File: config.mk
export PLATFORM = sky130hd
export DESIGN_NAME = sv32_mmu
export DESIGN_NICKNAME = d
export VERILOG_FILES = /design/src/mmu_pkg.sv /design/src/lsu_xlate.sv /design/src/sv32_dtlb.sv /design/src/sv32_mmu.sv /design/src/sv32_ptw.sv
export SDC_FILE = /design/constraint.sdc
export NUM_CORES = 1
export LEC_CHECK = 0
export ABC_AREA = 1
export BUFFER_PORTS_ARGS = -buffer_cell sky130_fd_sc_hd__buf_4
export CORE_MARGIN = 1
export CORE_UTILIZATION = 50
export CTS_CLUSTER_SIZE = 14
export DETAILED_ROUTE_END_ITERATION = 12
export GPL_TIMING_DRIVEN = 0
export PLACE_DENSITY = 0.69
export RECOVER_POWER = 100
export REMOVE_ABC_BUFFERS = 1
export SLEW_MARGIN = 40
export SYNTH_ARGS = -nofsm -noshare
export SYNTH_HDL_FRONTEND = slang
export SYNTH_SLANG_ARGS = --single-unit
export TNS_END_PERCENT = 50
File: constraint.sdc
create_clock -name clk_i -period 12 [get_ports clk_i]
set_clock_uncertainty 0.15 [all_clocks]
set_input_delay 0.6 -clock clk_i [delete_from_list [all_inputs] [get_ports clk_i]]
set_output_delay 0.6 -clock clk_i [all_outputs]
set_load 0.03 [all_outputs]
File: src/mmu_pkg.sv
// widths, PTE layout and encodings shared by the Sv32 data MMU
// only U and S privilege are modelled, M mode is expected to run with xlate_en_i low
// G bit and RSW field of a PTE are ignored
`default_nettype none

package mmu_pkg;

  // --------------------
  // address widths
  // --------------------
  localparam int unsigned VLEN      = 32;
  localparam int unsigned PLEN      = 34;
  localparam int unsigned PPNW      = 22;
  // one VPN field, two of them make the full VPN
  localparam int unsigned VPNW      = 10;
  localparam int unsigned PAGE_OFFW = 12;

  // --------------------
  // PTE flag bit positions
  // --------------------
  localparam int unsigned PTE_V       = 0;
  localparam int unsigned PTE_R       = 1;
  localparam int unsigned PTE_W       = 2;
  localparam int unsigned PTE_X       = 3;
  localparam int unsigned PTE_U       = 4;
  // bit 5 is G, not used here
  localparam int unsigned PTE_A       = 6;
  localparam int unsigned PTE_D       = 7;
  // PPN sits above the two RSW bits
  localparam int unsigned PTE_PPN_LSB = 10;

  // privilege of the load/store access
  typedef enum logic [1:0] {
    PRIV_U = 2'b00,
    PRIV_S = 2'b01
  } priv_lvl_e;

  // mcause codes raised by the data side
  typedef enum logic [4:0] {
    LD_ACCESS_FAULT  = 5'd5,
    ST_ACCESS_FAULT  = 5'd7,
    LOAD_PAGE_FAULT  = 5'd13,
    STORE_PAGE_FAULT = 5'd15
  } exc_cause_e;

  // page table walker states
  typedef enum logic [2:0] {
    IDLE,
    REQ_L1,
    WAIT_L1,
    REQ_L0,
    WAIT_L0,
    DONE
  } ptw_state_e;

endpackage

`default_nettype wire

File: src/lsu_xlate.sv
// load/store translation stage, one request in flight
// xlate_en_i, priv and SUM/MXR are sampled each cycle, keep them stable per request
// resp_cause_o only carries meaning while resp_exc_o is high
`timescale 1ns/1ps
`default_nettype none

module lsu_xlate (
  input  logic                     clk_i,
  input  logic                     rst_i,
  // control
  input  logic                     xlate_en_i,
  input  mmu_pkg::priv_lvl_e       priv_lvl_i,
  input  logic                     sum_i,
  input  logic                     mxr_i,
  // request channel
  input  logic                     req_valid_i,
  input  logic [mmu_pkg::VLEN-1:0] req_vaddr_i,
  input  logic                     req_store_i,
  output logic                     req_ready_o,
  // response channel
  output logic                     resp_valid_o,
  output logic [mmu_pkg::PLEN-1:0] resp_paddr_o,
  output logic                     resp_exc_o,
  output mmu_pkg::exc_cause_e      resp_cause_o,
  input  logic                     resp_ready_i,
  // TLB lookup
  output logic [mmu_pkg::VLEN-1:0] lu_vaddr_o,
  input  logic                     lu_hit_i,
  input  logic [31:0]              lu_pte_i,
  input  logic                     lu_mega_i,
  // walker
  output logic                     walk_req_o,
  output logic [mmu_pkg::VLEN-1:0] walk_vaddr_o,
  input  logic                     walk_done_i,
  input  logic                     walk_pf_i,
  input  logic                     walk_af_i
);
  import mmu_pkg::*;

  // request state
  logic            busy_q;
  logic [VLEN-1:0] vaddr_q;
  logic            store_q;
  // walk fault seen for this request
  logic            wpf_q;
  logic            waf_q;
  // response stalled by the consumer
  logic            hold_q;
  logic [PLEN-1:0] hold_paddr_q;
  logic            hold_exc_q;
  exc_cause_e      hold_cause_q;

  logic            priv_err;
  logic            perm_ok;
  logic            live_valid;
  logic            live_exc;
  logic [PLEN-1:0] live_paddr;
  exc_cause_e      live_cause;
  logic            resp_fire;

  // --------------------
  // permission check
  // --------------------
  always_comb begin
    // user page from S needs SUM, supervisor page never reachable from U
    priv_err = ((priv_lvl_i == PRIV_U) && !lu_pte_i[PTE_U]) ||
               ((priv_lvl_i == PRIV_S) && lu_pte_i[PTE_U] && !sum_i);
    if (store_q) begin
      perm_ok = lu_pte_i[PTE_W] && lu_pte_i[PTE_D];
    end else begin
      // MXR makes execute-only pages readable
      perm_ok = lu_pte_i[PTE_R] || (lu_pte_i[PTE_X] && mxr_i);
    end
  end

  // --------------------
  // live response
  // --------------------
  always_comb begin
    live_valid = 1'b0;
    live_exc   = 1'b0;
    live_cause = store_q ? STORE_PAGE_FAULT : LOAD_PAGE_FAULT;
    // bare mode pass-through
    live_paddr = {{(PLEN-VLEN){1'b0}}, vaddr_q};
    if (!xlate_en_i) begin
      live_valid = busy_q;
    end else if (waf_q) begin
      live_valid = busy_q;
      live_exc   = 1'b1;
      live_cause = store_q ? ST_ACCESS_FAULT : LD_ACCESS_FAULT;
    end else if (wpf_q) begin
      live_valid = busy_q;
      live_exc   = 1'b1;
    end else if (lu_hit_i) begin
      live_valid = busy_q;
      live_exc   = priv_err || !perm_ok;
      if (lu_mega_i) begin
        // PPN1 plus 22 bits of vaddr
        live_paddr = {lu_pte_i[PTE_PPN_LSB+VPNW +: PPNW-VPNW], vaddr_q[VPNW+PAGE_OFFW-1:0]};
      end else begin
        live_paddr = {lu_pte_i[PTE_PPN_LSB +: PPNW], vaddr_q[PAGE_OFFW-1:0]};
      end
    end
    // no address leaks out with a fault
    if (live_exc) live_paddr = '0;
  end

  // held copy wins once the consumer has stalled
  assign resp_valid_o = hold_q || live_valid;
  assign resp_paddr_o = hold_q ? hold_paddr_q : live_paddr;
  assign resp_exc_o   = hold_q ? hold_exc_q : live_exc;
  assign resp_cause_o = hold_q ? hold_cause_q : live_cause;
  assign resp_fire    = resp_valid_o && resp_ready_i;

  assign req_ready_o  = !busy_q;
  assign lu_vaddr_o   = vaddr_q;
  assign walk_vaddr_o = vaddr_q;
  // level request, drops on the cycle a result is available
  assign walk_req_o   = busy_q && !hold_q && !live_valid;

  // --------------------
  // control state
  // --------------------
  always_ff @(posedge clk_i) begin
    if (rst_i) begin
      busy_q <= 1'b0;
      hold_q <= 1'b0;
      wpf_q  <= 1'b0;
      waf_q  <= 1'b0;
    end else if (resp_fire) begin
      busy_q <= 1'b0;
      hold_q <= 1'b0;
      wpf_q  <= 1'b0;
      waf_q  <= 1'b0;
    end else begin
      if (req_valid_i && req_ready_o) busy_q <= 1'b1;
      // freeze the response until it is taken
      if (live_valid) hold_q <= 1'b1;
      if (walk_done_i && walk_req_o) begin
        wpf_q <= walk_pf_i;
        waf_q <= walk_af_i;
      end
    end
  end

  // request and response payload
  always_ff @(posedge clk_i) begin
    if (req_valid_i && req_ready_o) begin
      vaddr_q <= req_vaddr_i;
      store_q <= req_store_i;
    end
    if (!hold_q) begin
      hold_paddr_q <= live_paddr;
      hold_exc_q   <= live_exc;
      hold_cause_q <= live_cause;
    end
  end

endmodule

`default_nettype wire

File: src/sv32_dtlb.sv
// fully associative data TLB, no ASID, global flush only
// lookup is combinational, a fill shows up on the following cycle
// a flush in the same cycle as a fill wins, the fill is dropped
`timescale 1ns/1ps
`default_nettype none

module sv32_dtlb #(
  parameter int unsigned TLB_ENTRIES = 4
) (
  input  logic                     clk_i,
  input  logic                     rst_i,
  input  logic                     flush_i,
  // lookup port
  input  logic [mmu_pkg::VLEN-1:0] lu_vaddr_i,
  output logic                     lu_hit_o,
  output logic [31:0]              lu_pte_o,
  output logic                     lu_mega_o,
  // fill port from the walker
  input  logic                     fill_i,
  input  logic [2*mmu_pkg::VPNW-1:0] fill_vpn_i,
  input  logic [31:0]              fill_pte_i,
  input  logic                     fill_mega_i
);
  import mmu_pkg::*;

  localparam int unsigned IDXW = $clog2(TLB_ENTRIES);

  // entry storage
  logic [TLB_ENTRIES-1:0] valid_q;
  logic [TLB_ENTRIES-1:0] mega_q;
  logic [VPNW-1:0]        vpn1_q [TLB_ENTRIES];
  logic [VPNW-1:0]        vpn0_q [TLB_ENTRIES];
  logic [31:0]            pte_q  [TLB_ENTRIES];

  // replacement
  logic [IDXW-1:0]        rr_q;
  logic [IDXW-1:0]        fill_idx;
  logic                   free_found;

  // --------------------
  // lookup
  // --------------------
  // a fill only follows a miss, so at most one entry matches
  always_comb begin
    lu_hit_o  = 1'b0;
    lu_pte_o  = '0;
    lu_mega_o = 1'b0;
    for (int i = 0; i < TLB_ENTRIES; i++) begin
      // megapage entries ignore VPN0
      if (valid_q[i] && (vpn1_q[i] == lu_vaddr_i[VLEN-1 -: VPNW]) &&
          (mega_q[i] || (vpn0_q[i] == lu_vaddr_i[PAGE_OFFW +: VPNW]))) begin
        lu_hit_o  = 1'b1;
        lu_pte_o  = pte_q[i];
        lu_mega_o = mega_q[i];
      end
    end
  end

  // --------------------
  // victim select
  // --------------------
  // lowest free slot first, round robin once the table is full
  always_comb begin
    fill_idx   = rr_q;
    free_found = 1'b0;
    for (int i = 0; i < TLB_ENTRIES; i++) begin
      if (!valid_q[i] && !free_found) begin
        fill_idx   = IDXW'(i);
        free_found = 1'b1;
      end
    end
  end

  // valid bits and pointer
  always_ff @(posedge clk_i) begin
    if (rst_i) begin
      valid_q <= '0;
      rr_q    <= '0;
    end else if (flush_i) begin
      valid_q <= '0;
    end else if (fill_i) begin
      valid_q[fill_idx] <= 1'b1;
      // pointer only moves when an entry gets evicted
      if (!free_found) begin
        rr_q <= (rr_q == IDXW'(TLB_ENTRIES - 1)) ? '0 : rr_q + 1'b1;
      end
    end
  end

  // entry payload
  always_ff @(posedge clk_i) begin
    if (fill_i) begin
      vpn1_q[fill_idx] <= fill_vpn_i[2*VPNW-1:VPNW];
      vpn0_q[fill_idx] <= fill_vpn_i[VPNW-1:0];
      mega_q[fill_idx] <= fill_mega_i;
      pte_q[fill_idx]  <= fill_pte_i;
    end
  end

endmodule

`default_nettype wire

File: src/sv32_mmu.sv
// data side Sv32 MMU top, 4 KiB and 4 MiB pages, no ASID and no PMP
// one translation in flight, control inputs stay stable while busy
`timescale 1ns/1ps
`default_nettype none

module sv32_mmu #(
  parameter int unsigned TLB_ENTRIES = 4
) (
  input  logic                     clk_i,
  input  logic                     rst_i,
  // control
  input  logic                     xlate_en_i,
  input  logic [mmu_pkg::PPNW-1:0] satp_ppn_i,
  input  mmu_pkg::priv_lvl_e       priv_lvl_i,
  input  logic                     sum_i,
  input  logic                     mxr_i,
  input  logic                     flush_tlb_i,
  // request
  input  logic                     req_valid_i,
  input  logic [mmu_pkg::VLEN-1:0] req_vaddr_i,
  input  logic                     req_store_i,
  output logic                     req_ready_o,
  // response
  output logic                     resp_valid_o,
  output logic [mmu_pkg::PLEN-1:0] resp_paddr_o,
  output logic                     resp_exc_o,
  output mmu_pkg::exc_cause_e      resp_cause_o,
  input  logic                     resp_ready_i,
  // PTE memory
  output logic                     mem_req_valid_o,
  input  logic                     mem_req_ready_i,
  output logic [mmu_pkg::PLEN-1:0] mem_addr_o,
  input  logic                     mem_rvalid_i,
  input  logic                     mem_err_i,
  input  logic [31:0]              mem_rdata_i
);
  import mmu_pkg::*;

  // --------------------
  // lookup path
  // --------------------
  logic [VLEN-1:0]   lu_vaddr;
  logic              lu_hit;
  logic [31:0]       lu_pte;
  logic              lu_mega;

  // walk handshake
  logic              walk_req;
  logic [VLEN-1:0]   walk_vaddr;
  logic              walk_done;
  logic              walk_pf;
  logic              walk_af;

  // walker to TLB fill
  logic              fill;
  logic [2*VPNW-1:0] fill_vpn;
  logic [31:0]       fill_pte;
  logic              fill_mega;

  lsu_xlate i_xlate (
    .clk_i        (clk_i),
    .rst_i        (rst_i),
    .xlate_en_i   (xlate_en_i),
    .priv_lvl_i   (priv_lvl_i),
    .sum_i        (sum_i),
    .mxr_i        (mxr_i),
    .req_valid_i  (req_valid_i),
    .req_vaddr_i  (req_vaddr_i),
    .req_store_i  (req_store_i),
    .req_ready_o  (req_ready_o),
    .resp_valid_o (resp_valid_o),
    .resp_paddr_o (resp_paddr_o),
    .resp_exc_o   (resp_exc_o),
    .resp_cause_o (resp_cause_o),
    .resp_ready_i (resp_ready_i),
    .lu_vaddr_o   (lu_vaddr),
    .lu_hit_i     (lu_hit),
    .lu_pte_i     (lu_pte),
    .lu_mega_i    (lu_mega),
    .walk_req_o   (walk_req),
    .walk_vaddr_o (walk_vaddr),
    .walk_done_i  (walk_done),
    .walk_pf_i    (walk_pf),
    .walk_af_i    (walk_af)
  );

  sv32_dtlb #(
    .TLB_ENTRIES (TLB_ENTRIES)
  ) i_dtlb (
    .clk_i       (clk_i),
    .rst_i       (rst_i),
    .flush_i     (flush_tlb_i),
    .lu_vaddr_i  (lu_vaddr),
    .lu_hit_o    (lu_hit),
    .lu_pte_o    (lu_pte),
    .lu_mega_o   (lu_mega),
    .fill_i      (fill),
    .fill_vpn_i  (fill_vpn),
    .fill_pte_i  (fill_pte),
    .fill_mega_i (fill_mega)
  );

  // walker reads PTEs straight off the outside memory port
  sv32_ptw i_ptw (
    .clk_i           (clk_i),
    .rst_i           (rst_i),
    .walk_req_i      (walk_req),
    .walk_vaddr_i    (walk_vaddr),
    .satp_ppn_i      (satp_ppn_i),
    .walk_done_o     (walk_done),
    .walk_pf_o       (walk_pf),
    .walk_af_o       (walk_af),
    .fill_o          (fill),
    .fill_vpn_o      (fill_vpn),
    .fill_pte_o      (fill_pte),
    .fill_mega_o     (fill_mega),
    .mem_req_valid_o (mem_req_valid_o),
    .mem_req_ready_i (mem_req_ready_i),
    .mem_addr_o      (mem_addr_o),
    .mem_rvalid_i    (mem_rvalid_i),
    .mem_err_i       (mem_err_i),
    .mem_rdata_i     (mem_rdata_i)
  );

endmodule

`default_nettype wire

File: src/sv32_ptw.sv
// two level Sv32 walker with one memory read in flight at a time
// walk_req_i and walk_vaddr_i must hold until walk_done_o
// A and D are never written back so a leaf with A clear is a page fault
`timescale 1ns/1ps
`default_nettype none

module sv32_ptw (
  input  logic                     clk_i,
  input  logic                     rst_i,
  // walk request from the translation stage
  input  logic                     walk_req_i,
  input  logic [mmu_pkg::VLEN-1:0] walk_vaddr_i,
  input  logic [mmu_pkg::PPNW-1:0] satp_ppn_i,
  output logic                     walk_done_o,
  output logic                     walk_pf_o,
  output logic                     walk_af_o,
  // TLB fill
  output logic                     fill_o,
  output logic [2*mmu_pkg::VPNW-1:0] fill_vpn_o,
  output logic [31:0]              fill_pte_o,
  output logic                     fill_mega_o,
  // PTE read port
  output logic                     mem_req_valid_o,
  input  logic                     mem_req_ready_i,
  output logic [mmu_pkg::PLEN-1:0] mem_addr_o,
  input  logic                     mem_rvalid_i,
  input  logic                     mem_err_i,
  input  logic [31:0]              mem_rdata_i
);
  import mmu_pkg::*;

  ptw_state_e          state_q;
  logic                pf_q;
  logic                af_q;

  // walk payload
  logic [2*VPNW-1:0]   vpn_q;
  logic [31:0]         pte_q;
  logic                mega_q;

  // decode of the PTE on the read data bus
  logic                pte_ok;
  logic                pte_leaf;
  logic                pte_misaligned;

  // V clear or W without R is reserved
  assign pte_ok   = mem_rdata_i[PTE_V] && !(mem_rdata_i[PTE_W] && !mem_rdata_i[PTE_R]);
  assign pte_leaf = mem_rdata_i[PTE_R] || mem_rdata_i[PTE_X];
  // superpage leaf needs PPN0 of zero
  assign pte_misaligned = |mem_rdata_i[PTE_PPN_LSB +: VPNW];

  // --------------------
  // walk FSM
  // --------------------
  always_ff @(posedge clk_i) begin
    if (rst_i) begin
      state_q <= IDLE;
      pf_q    <= 1'b0;
      af_q    <= 1'b0;
    end else begin
      case (state_q)
        IDLE: begin
          if (walk_req_i) begin
            pf_q    <= 1'b0;
            af_q    <= 1'b0;
            state_q <= REQ_L1;
          end
        end
        REQ_L1: begin
          if (mem_req_ready_i) state_q <= WAIT_L1;
        end
        WAIT_L1: begin
          if (mem_rvalid_i) begin
            if (mem_err_i) begin
              af_q    <= 1'b1;
              state_q <= DONE;
            end else if (!pte_ok) begin
              pf_q    <= 1'b1;
              state_q <= DONE;
            end else if (pte_leaf) begin
              // megapage leaf ends the walk here
              pf_q    <= pte_misaligned || !mem_rdata_i[PTE_A];
              state_q <= DONE;
            end else begin
              // pointer to the next level table
              state_q <= REQ_L0;
            end
          end
        end
        REQ_L0: begin
          if (mem_req_ready_i) state_q <= WAIT_L0;
        end
        WAIT_L0: begin
          if (mem_rvalid_i) begin
            af_q    <= mem_err_i;
            // last level must be a leaf
            pf_q    <= !mem_err_i && (!pte_ok || !pte_leaf || !mem_rdata_i[PTE_A]);
            state_q <= DONE;
          end
        end
        DONE: begin
          state_q <= IDLE;
        end
        default: begin
          state_q <= IDLE;
        end
      endcase
    end
  end

  // vpn and last PTE of the walk
  always_ff @(posedge clk_i) begin
    if ((state_q == IDLE) && walk_req_i) begin
      vpn_q <= walk_vaddr_i[VLEN-1:PAGE_OFFW];
    end
    if ((state_q == WAIT_L1) && mem_rvalid_i) begin
      pte_q  <= mem_rdata_i;
      mega_q <= 1'b1;
    end
    if ((state_q == WAIT_L0) && mem_rvalid_i) begin
      pte_q  <= mem_rdata_i;
      mega_q <= 1'b0;
    end
  end

  // --------------------
  // memory address
  // --------------------
  // level 0 reuses the PPN of the stored pointer PTE
  always_comb begin
    if (state_q == REQ_L0) begin
      mem_addr_o = {pte_q[PTE_PPN_LSB +: PPNW], vpn_q[VPNW-1:0], 2'b00};
    end else begin
      mem_addr_o = {satp_ppn_i, vpn_q[2*VPNW-1:VPNW], 2'b00};
    end
  end

  assign mem_req_valid_o = (state_q == REQ_L1) || (state_q == REQ_L0);

  // results are all qualified by walk_done_o
  assign walk_done_o = (state_q == DONE);
  assign walk_pf_o   = pf_q;
  assign walk_af_o   = af_q;
  // fill only on a clean walk
  assign fill_o      = (state_q == DONE) && !pf_q && !af_q;
  assign fill_vpn_o  = vpn_q;
  assign fill_pte_o  = pte_q;
  assign fill_mega_o = mega_q;

endmodule

`default_nettype wire
==> results of run 1 <==
-- power by group --
part,internal (W),total [W],switching [W]
Clock,0.000602,0.00103,0.000432
Sequential,0.00132,0.00138,0.0000616
Combinational,0.0000874,0.000310,0.000223
Total,0.00201,0.00273,0.000716
-- worst reg2reg max path, cell delays in order (launching register included) --
cell and delay [ns]:
edfxtp_1 0.59, inv_1 0.19, nand2_1 0.07, o21ai_0 0.08
nor2_1 0.06, nand3_1 0.07, nor2_1 0.10, o21ai_0 1.58
nand2_1 1.04, inv_1 0.44, nand2_1 0.20, o21ai_0 0.27
nand3_1 0.18, nor3_1 0.67, clkbuf_1 0.42, clkbuf_1 0.40
clkbuf_1 0.38
-- routing by layer --
metal	wire (um)	GRT usage	share of wire
met1	14390	0.3252	0.41
met4	1247	0.09960	0.036
met5	0	0	0
met2	16650	0.4174	0.48
met3	2485	0.04278	0.071
-- synth_stat cells, drive strengths merged (2+ instances only) --
| master | number |
|---|---|
| nand2 | 438 |
| a31oi | 4 |
| clkinv | 5 |
| o22ai | 11 |
| nor3b | 4 |
| nor4 | 4 |
| o21a | 2 |
| nor3 | 12 |
| nor2 | 106 |
| or2 | 9 |
| inv | 124 |
| a221oi | 2 |
| nand4 | 17 |
| nand3b | 3 |
| xor2 | 11 |
| and2 | 2 |
| a21oi | 65 |
| edfxtp | 272 |
| clkbuf | 20 |
| xnor2 | 24 |
| o2111ai | 3 |
| o211ai | 3 |
| o21ai | 28 |
| dfxtp | 56 |
| nand3 | 75 |
| buf | 19 |
-- layout make-up --
class                      instances  area share
clock inverter                    15    0.008476
sequential                       328      0.5720
inverter                         129     0.03005
clock buffer                      46     0.05841
timing repair buffer             201     0.06842
tap                              341     0.02628
multi-input combinational        832      0.2363
-- kinds of logic after synthesis --
kind of cell,count (synthesis),synth area share
mux,1,0.0007257
xor+xnor,35,0.02222
buf+inv,168,0.04871
other cells,1,0.0002719
flops,328,0.6734
simple gates,671,0.2016
compound gates,122,0.05216
fa+ha+maj,1,0.0009070
-- worst paths after layout --
path	slack (ns)	startpoint	cells after the start	endpoint
max	4.29	i_xlate.lu_vaddr_o[14]$_DFFE_PP_	18	resp_paddr_o[16]
min reg2reg	0.28	i_xlate.hold_cause_q[2]$_DFF_P_	1	i_xlate.hold_cause_q[2]$_DFF_P_
max reg2reg	4.76	i_xlate.lu_vaddr_o[14]$_DFFE_PP_	16	i_ptw.fill_vpn_o[4]$_DFFE_PP_
min	0.13	req_vaddr_i[9]	1	i_xlate.lu_vaddr_o[9]$_DFFE_PP_
-- metrics by stage --
stage / setup slack [ns] / power [W] / instances
floorplan: 7.242 / 0.001587 / 1289
global placement: 4.474 / 0.001737 / 1801
detailed placement: 7.200 / 0.001756 / 1831
CTS: 6.586 / 0.002782 / 1892
global route: 3.965 / 0.002821 / 1892
finish: 4.292 / 0.002725 / 1892
-- flip-flops by register name, indices dropped and copies added (netlist names), 2 cells and up --
| signal | flops |
|---|---|
| i_xlate.hold_cause_q | 5 |
| i_dtlb.vpn0_q | 40 |
| i_xlate.hold_paddr_q | 34 |
| i_dtlb.vpn1_q | 40 |
| i_ptw.fill_vpn_o | 20 |
| i_dtlb.pte_q | 108 |
| i_xlate.lu_vaddr_o | 32 |
| i_dtlb.mega_q | 4 |
| i_dtlb.valid_q | 4 |
| i_ptw.fill_pte_o | 27 |
| i_ptw.state_q | 3 |
| i_dtlb.rr_q | 2 |
-- cells in the final DEF, fill, tap and decap left out, types with 6 or more instances in the layout --
cell type,count
clkbuf_4,52
clkinv_1,8
buf_4,40
o21ai_2,6
nand4_1,17
nand2_1,436
clkbuf_16,36
xnor2_1,24
edfxtp_1,272
o21ai_0,15
nor3_1,11
o22ai_1,11
xor2_1,11
or2_2,6
nor2_1,106
o21ai_1,6
dfxtp_1,56
a21oi_1,62
clkbuf_1,117
nand3_1,74
inv_2,23
inv_1,100
==> reports/qor.yml, run 1 <==
status: "finished with violations"
violations: "max-capacitance violations, max-slew violations"
p_leak_nw: 6.469
fin_nets: 1628
fmax_mhz: 129.7
pin_count: 177
gp_congestion: 0.8998
setup_viol: 0
cts_sinks: 328
viasPerCell: 5.314
multiInputGateArea_um2: 3837
cts_tree: "built"
hold_violations: 0
crit_path_top_delay_cell: "o21ai_0"
cts_resized: 0
p_per_area_nw_per_um2: 167.8
hp-class: "in -> reg"
period_share: 0.6423
ys_ff_latch: 328
n_antenna_cell: 0
cts-root-buf: "clkbuf_16"
clkTransAtPathRegs_ns: 0.06
synth_top_area_share: 0.5922
area_growth_pct: 17.73
clockBufferDepth: 3
path_cells: "inv_1 > nand2_1 > o21ai_0 > nor2_1 > nand3_1 > nor2_1 > o21ai_0 > nand2_1 > inv_1 > nand2_1 > nand2_1 > nand3_1 > nand2_1 > nand2_1 > nand2_1 > nand3_1 > nand2_1 > clkbuf_1"
crit_buf_inv: 3
critPathKind: "reg -> out"
crit_top_cell: "nand2_1"
path_delay_family: "simple AND/OR/NAND/NOR gates"
drive_gt1_frac: 0.1199
htreeDepth: 2
syn_area_um2: 13790
fin_area_um2: 16240
row_count: 60
peakVddDrop_mv: 0.1358
synth.distinct_cells: 50
regArea_um2: 9289
overflow: 0
num-fill-cells: 2315
gr-usage-all-layers: 0.2495
maxSlewHeadroom: -0.4088
hold_buffers: 0
postCtsSetupBuffers: 0
synth_top_area_cell: "edfxtp_1"
drtIter0Drc: 712
syn_area_per_cell_um2: 10.39
first_pass_iters: 5
dp_hpwl_mm: 24.75
start_util: 0.5104
drcViolationCount: 0
die_w_um: 168.1
grt_pass1_vias: 9826
drtAntennaViolNets: 0
die_area_um2: 28250
core_um2: 27030
synth-edff-count: 272
cp_max_fo: 34
grt_max_degree: 45
ys_warn_count: 0
place_area_um2: 15740
numCtsBuffers: 35
vias: 10050
worstPathRequired_ns: 11.25
synthTopCellsByArea: "edfxtp_1, nand2_1, dfxtp_1"
syn_inst: 1327
die_h_um: 168.1
tns_ns: 0
async_flop_share: 0
crit_path_max_incr_delay_ns: 1.58
maxCapViolations: 4
cp-end-kind: "output pin"
crit_path_start_kind: "register"
clock_latency_ns: 0.52
rsz0062_at_grt: "no"
grt_pass1_wl_mm: 53.23
fin_crit_ns: 7.708
holdWs_ns: 0.1283
synth_ff_type: "edfxtp_1"
fin_util: 0.6008
drv_slew: 96
drt-wirelength-per-cell_um: 18.38
tightest_slew_ns: 2.091
antenna_found_initial: 0
routed_wl_mm: 34.77
yosysSeqAreaShare: 0.6734
arrival_ns: 6.96
numPortBuffers: 171
No activity file was read; power rests on OpenSTA's default activity.
==> run 2, diff against run 1 <==
--- a/config.mk
+++ b/config.mk
@@ -5,14 +5,14 @@
 export SDC_FILE = /design/constraint.sdc
 export NUM_CORES = 1
 export LEC_CHECK = 0
-export ABC_AREA = 1
+export ABC_AREA = 0
 export BUFFER_PORTS_ARGS = -buffer_cell sky130_fd_sc_hd__buf_4
 export CORE_MARGIN = 1
 export CORE_UTILIZATION = 50
 export CTS_CLUSTER_SIZE = 14
 export DETAILED_ROUTE_END_ITERATION = 12
 export GPL_TIMING_DRIVEN = 0
-export PLACE_DENSITY = 0.69
+export PLACE_DENSITY = 0.72
 export RECOVER_POWER = 100
 export REMOVE_ABC_BUFFERS = 1
 export SLEW_MARGIN = 40
==> constraint.sdc (replaced) <==
create_clock -name clk_i -period 6.75 [get_ports clk_i]
set_clock_uncertainty 0.15 [all_clocks]
set_input_delay 0.3375 -clock clk_i [delete_from_list [all_inputs] [get_ports clk_i]]
set_output_delay 0.3375 -clock clk_i [all_outputs]
set_load 0.03 [all_outputs]
==> run 2 against run 1 <==
- the run ends with design-rule violations, max-capacitance violations, max-slew violations left
- register-to-register slack lost 2.9 ns
- utilization grew 2.2 points
- synthesized cell count decreased by 33%
- global-route usage down 1.9 points
- wire length decreased by 8.4%
- design area is 0.46% higher
- non-clock buffer count is 67 higher
- sequential power is 64% higher
- hold slack worse by 0.086 ns
==> reports/qor.yml, run 2 <==
syn_area_per_cell_um2: 15.21  # was 10.39 um^2
synth.most_common_cell: "edfxtp_1"  # was nand2_1
cp_max_fo: 13  # was 34
final_cell_mix: "edfxtp_1, clkbuf_1, dlygate4sd3_1"  # was nand2_1, edfxtp_1, clkbuf_1
top_regs: "i_dtlb.pte_q (108), i_dtlb.vpn0_q (40), i_dtlb.vpn1_q (40)"  # unchanged
clockBufferDepth: 3  # unchanged
largest_reg_flops: 108  # unchanged
cp-end-kind: "output pin"  # unchanged
grt_pass1_vias: 8430  # was 9826
peakVddDrop_mv: 0.1444  # was 0.1358 mV
fin_nets: 1241  # was 1628
yosys-mux-area-fraction: 0.03774  # was 0.0007257
cts_resized: 0  # unchanged
violations: "design-rule violations, max-capacitance violations, max-slew violations"  # was max-capacitance violations, max-slew violations
numPortBuffers: 171  # unchanged
maxCapViolations: 3  # was 4
gp_congestion: 0.8628  # was 0.8998
crit_path_start_kind: "register"  # unchanged
synth_top_area_share: 0.6083  # was 0.5922
start_util: 0.5124  # was 0.5104
synth.cells.most_frequent: "edfxtp_1, nand2_1, dfxtp_1, xnor2_1, xor2_1"  # was nand2_1, edfxtp_1, nor2_1, inv_1, nand3_1
htreeDepth: 2  # unchanged
overflow: 0  # unchanged
hold_violations: 0  # unchanged
post_synth_fa_ha_maj_area_fraction: 0.0009318  # was 0.0009071
synth-compound-area-share: 0.09942  # was 0.05216
syn_inst: 883  # was 1327
critPathKind: "reg -> out"  # unchanged
antenna_found_initial: 0  # unchanged
synthTopCellsByArea: "edfxtp_1, dfxtp_1, mux2_2"  # was edfxtp_1, nand2_1, dfxtp_1
ys_ff_latch: 328  # unchanged
core_um2: 26210  # was 27030 um^2
grt_max_degree: 47  # was 45
synth_top_area_cell: "edfxtp_1"  # unchanged
die_w_um: 165.9  # was 168.1 um
final_common_cell: "edfxtp_1"  # was nand2_1
drt-wirelength-per-cell_um: 21.23  # was 18.38 um
syn_area_um2: 13430  # was 13790 um^2
worstPathRequired_ns: 6.26  # was 11.25 ns
dp_hpwl_mm: 21.59  # was 24.75 mm
cts_sinks: 328  # unchanged
gr-usage-all-layers: 0.2304  # was 0.2495
clkTransAtPathRegs_ns: 0.06  # about the same
setup_viol: 0  # unchanged
period_share: 0.8814
fin_crit_ns: 5.949
synth_ff_type: "edfxtp_1"  # unchanged
first_pass_iters: 9  # was 5
synth-edff-count: 272  # unchanged
die_h_um: 165.9  # was 168.1 um
yosysSeqAreaShare: 0.6918  # was 0.6734
synth_xor_area_frac: 0.05572  # was 0.02222
cts-root-buf: "clkbuf_16"  # unchanged
p_per_area_nw_per_um2: 271.0  # was 167.8 nW/um^2
n_antenna_cell: 0  # unchanged
rsz0062_at_grt: "no"  # unchanged
clock_latency_ns: 0.51  # was 0.52 ns
synth_top_family_by_area: "compound AO/OA/AOI/OAI gates"  # was simple AND/OR/NAND/NOR gates
drcViolationCount: 4  # was 0
numCtsBuffers: 34  # was 35
drtAntennaViolNets: 0  # unchanged
fmax_mhz: 168.1
drtIter0Drc: 791  # was 712
tightest_slew_ns: 2.375  # was 2.091 ns
routed_wl_mm: 31.84  # was 34.77 mm
ys_warn_count: 0  # unchanged
holdWs_ns: 0.04199  # was 0.1283 ns
pin_count: 177  # unchanged
num-fill-cells: 1997  # was 2315
status: "finished with violations"  # unchanged
synth-simple-area-share: 0.07902  # was 0.2016
grt_pass1_wl_mm: 48.44  # was 53.23 mm
vias: 8585  # was 10.05k
arrival_ns: 5.46  # was 6.96 ns
area_growth_pct: 21.49  # was 17.73%
viasPerCell: 5.723  # was 5.314
maxSlewHeadroom: -0.5831  # was -0.4088
hp-class: "in -> reg"  # unchanged
drv_slew: 101  # was 96
cts_tree: "built"  # unchanged
die_area_um2: 27510  # was 28250 um^2
row_count: 59  # was 60
async_flop_share: 0  # unchanged
fin_util: 0.6225  # was 0.6008
synth.distinct_cells: 81  # was 50
drive_gt1_frac: 0.2000  # was 0.1199
p_leak_nw: 5.583  # was 6.469 nW
regMostFlops: "i_dtlb.pte_q"  # unchanged
## run 2: where the power goes
part	switching (W)	total, W	internal (W)
Combinational	0.000171	0.000291	0.000120
Clock	0.000740	0.00186	0.00112
Sequential	0.0000416	0.00227	0.00223
Total	0.000953	0.00442	0.00347
## run 2: repair_timing
| item | in CTS | in global routing |
|---|---|---|
| hold buffers | 65 | 0 |
| setup buffers | 0 | 0 |
| hold endpoints to repair | 72 | 0 |
## run 2: layout make-up
cell class,count,area (um^2),area share
flip-flops and latches,328,9289,0.5694
clock inverters,12,115.1,0.007056
clock buffers,49,1011,0.06197
well taps,335,419.2,0.02569
repair buffers,268,1864,0.1143
multi-input cells,486,3532,0.2165
inverters,22,82.58,0.005062
## run 2: worst paths after layout
path                                          from                               to  slack (ns)  cells after the start
setup / recovery  i_xlate.lu_vaddr_o[16]$_DFFE_PP_                 resp_paddr_o[17]        0.80                     11
hold / removal                     mem_req_ready_i    i_ptw.state_q[0]$_SDFFE_PP0P_        0.04                      4
setup reg to reg  i_xlate.lu_vaddr_o[16]$_DFFE_PP_  i_xlate.hold_paddr_q[1]$_DFF_P_        1.85                     10
hold reg to reg    i_xlate.hold_cause_q[2]$_DFF_P_  i_xlate.hold_cause_q[2]$_DFF_P_        0.29                      1
## run 2: critical path: stages (launching register included)
cell and delay (ns):
edfxtp_1 0.56, xor2_1 0.24, nor4_1 0.45, a41oi_1 0.64, a211oi_4 0.87, a2111oi_0 0.26
a211oi_1 0.65, a31oi_4 0.31, buf_8 0.24, buf_16 0.15, o21ai_0 0.19, clkbuf_1 0.37
## run 2: logic make-up (layout without fill, tap and decap cells)
logic type | Yosys count | in the layout
simple gates | 198 | 198
fa+ha+maj | 1 | 1
flops | 328 | 328
compound gates | 157 | 157
buf+inv | 70 | 351
xor+xnor | 82 | 82
mux | 46 | 46
other cells | 1 | 2
## run 2: routing by layer
| metal | GRT usage | routed length, um | vias to the layer above |
|---|---|---|---|
| li1 | - | - | 3880 |
| met1 | 0.3115 | 13080 | 4223 |
| met2 | 0.3801 | 15340 | 413 |
| met3 | 0.03670 | 2495 | 69 |
| met4 | 0.08086 | 932 | 0 |
| met5 | 0 | 0 | - |
## run 2: stage by stage
stage	setup slack (ns)	area, um^2	power (W)	setup TNS (ns)	instances
floorplan	1.562	13040	0.002462	0	836
global placement	-1.095	14750	0.002596	-103.62	1342
detailed placement	2.248	15240	0.002613	0	1374
CTS	1.705	17020	0.004485	0	1500
global route	0.7206	16310	0.004548	0	1500
finish	0.8006	16310	0.004422	0	1500
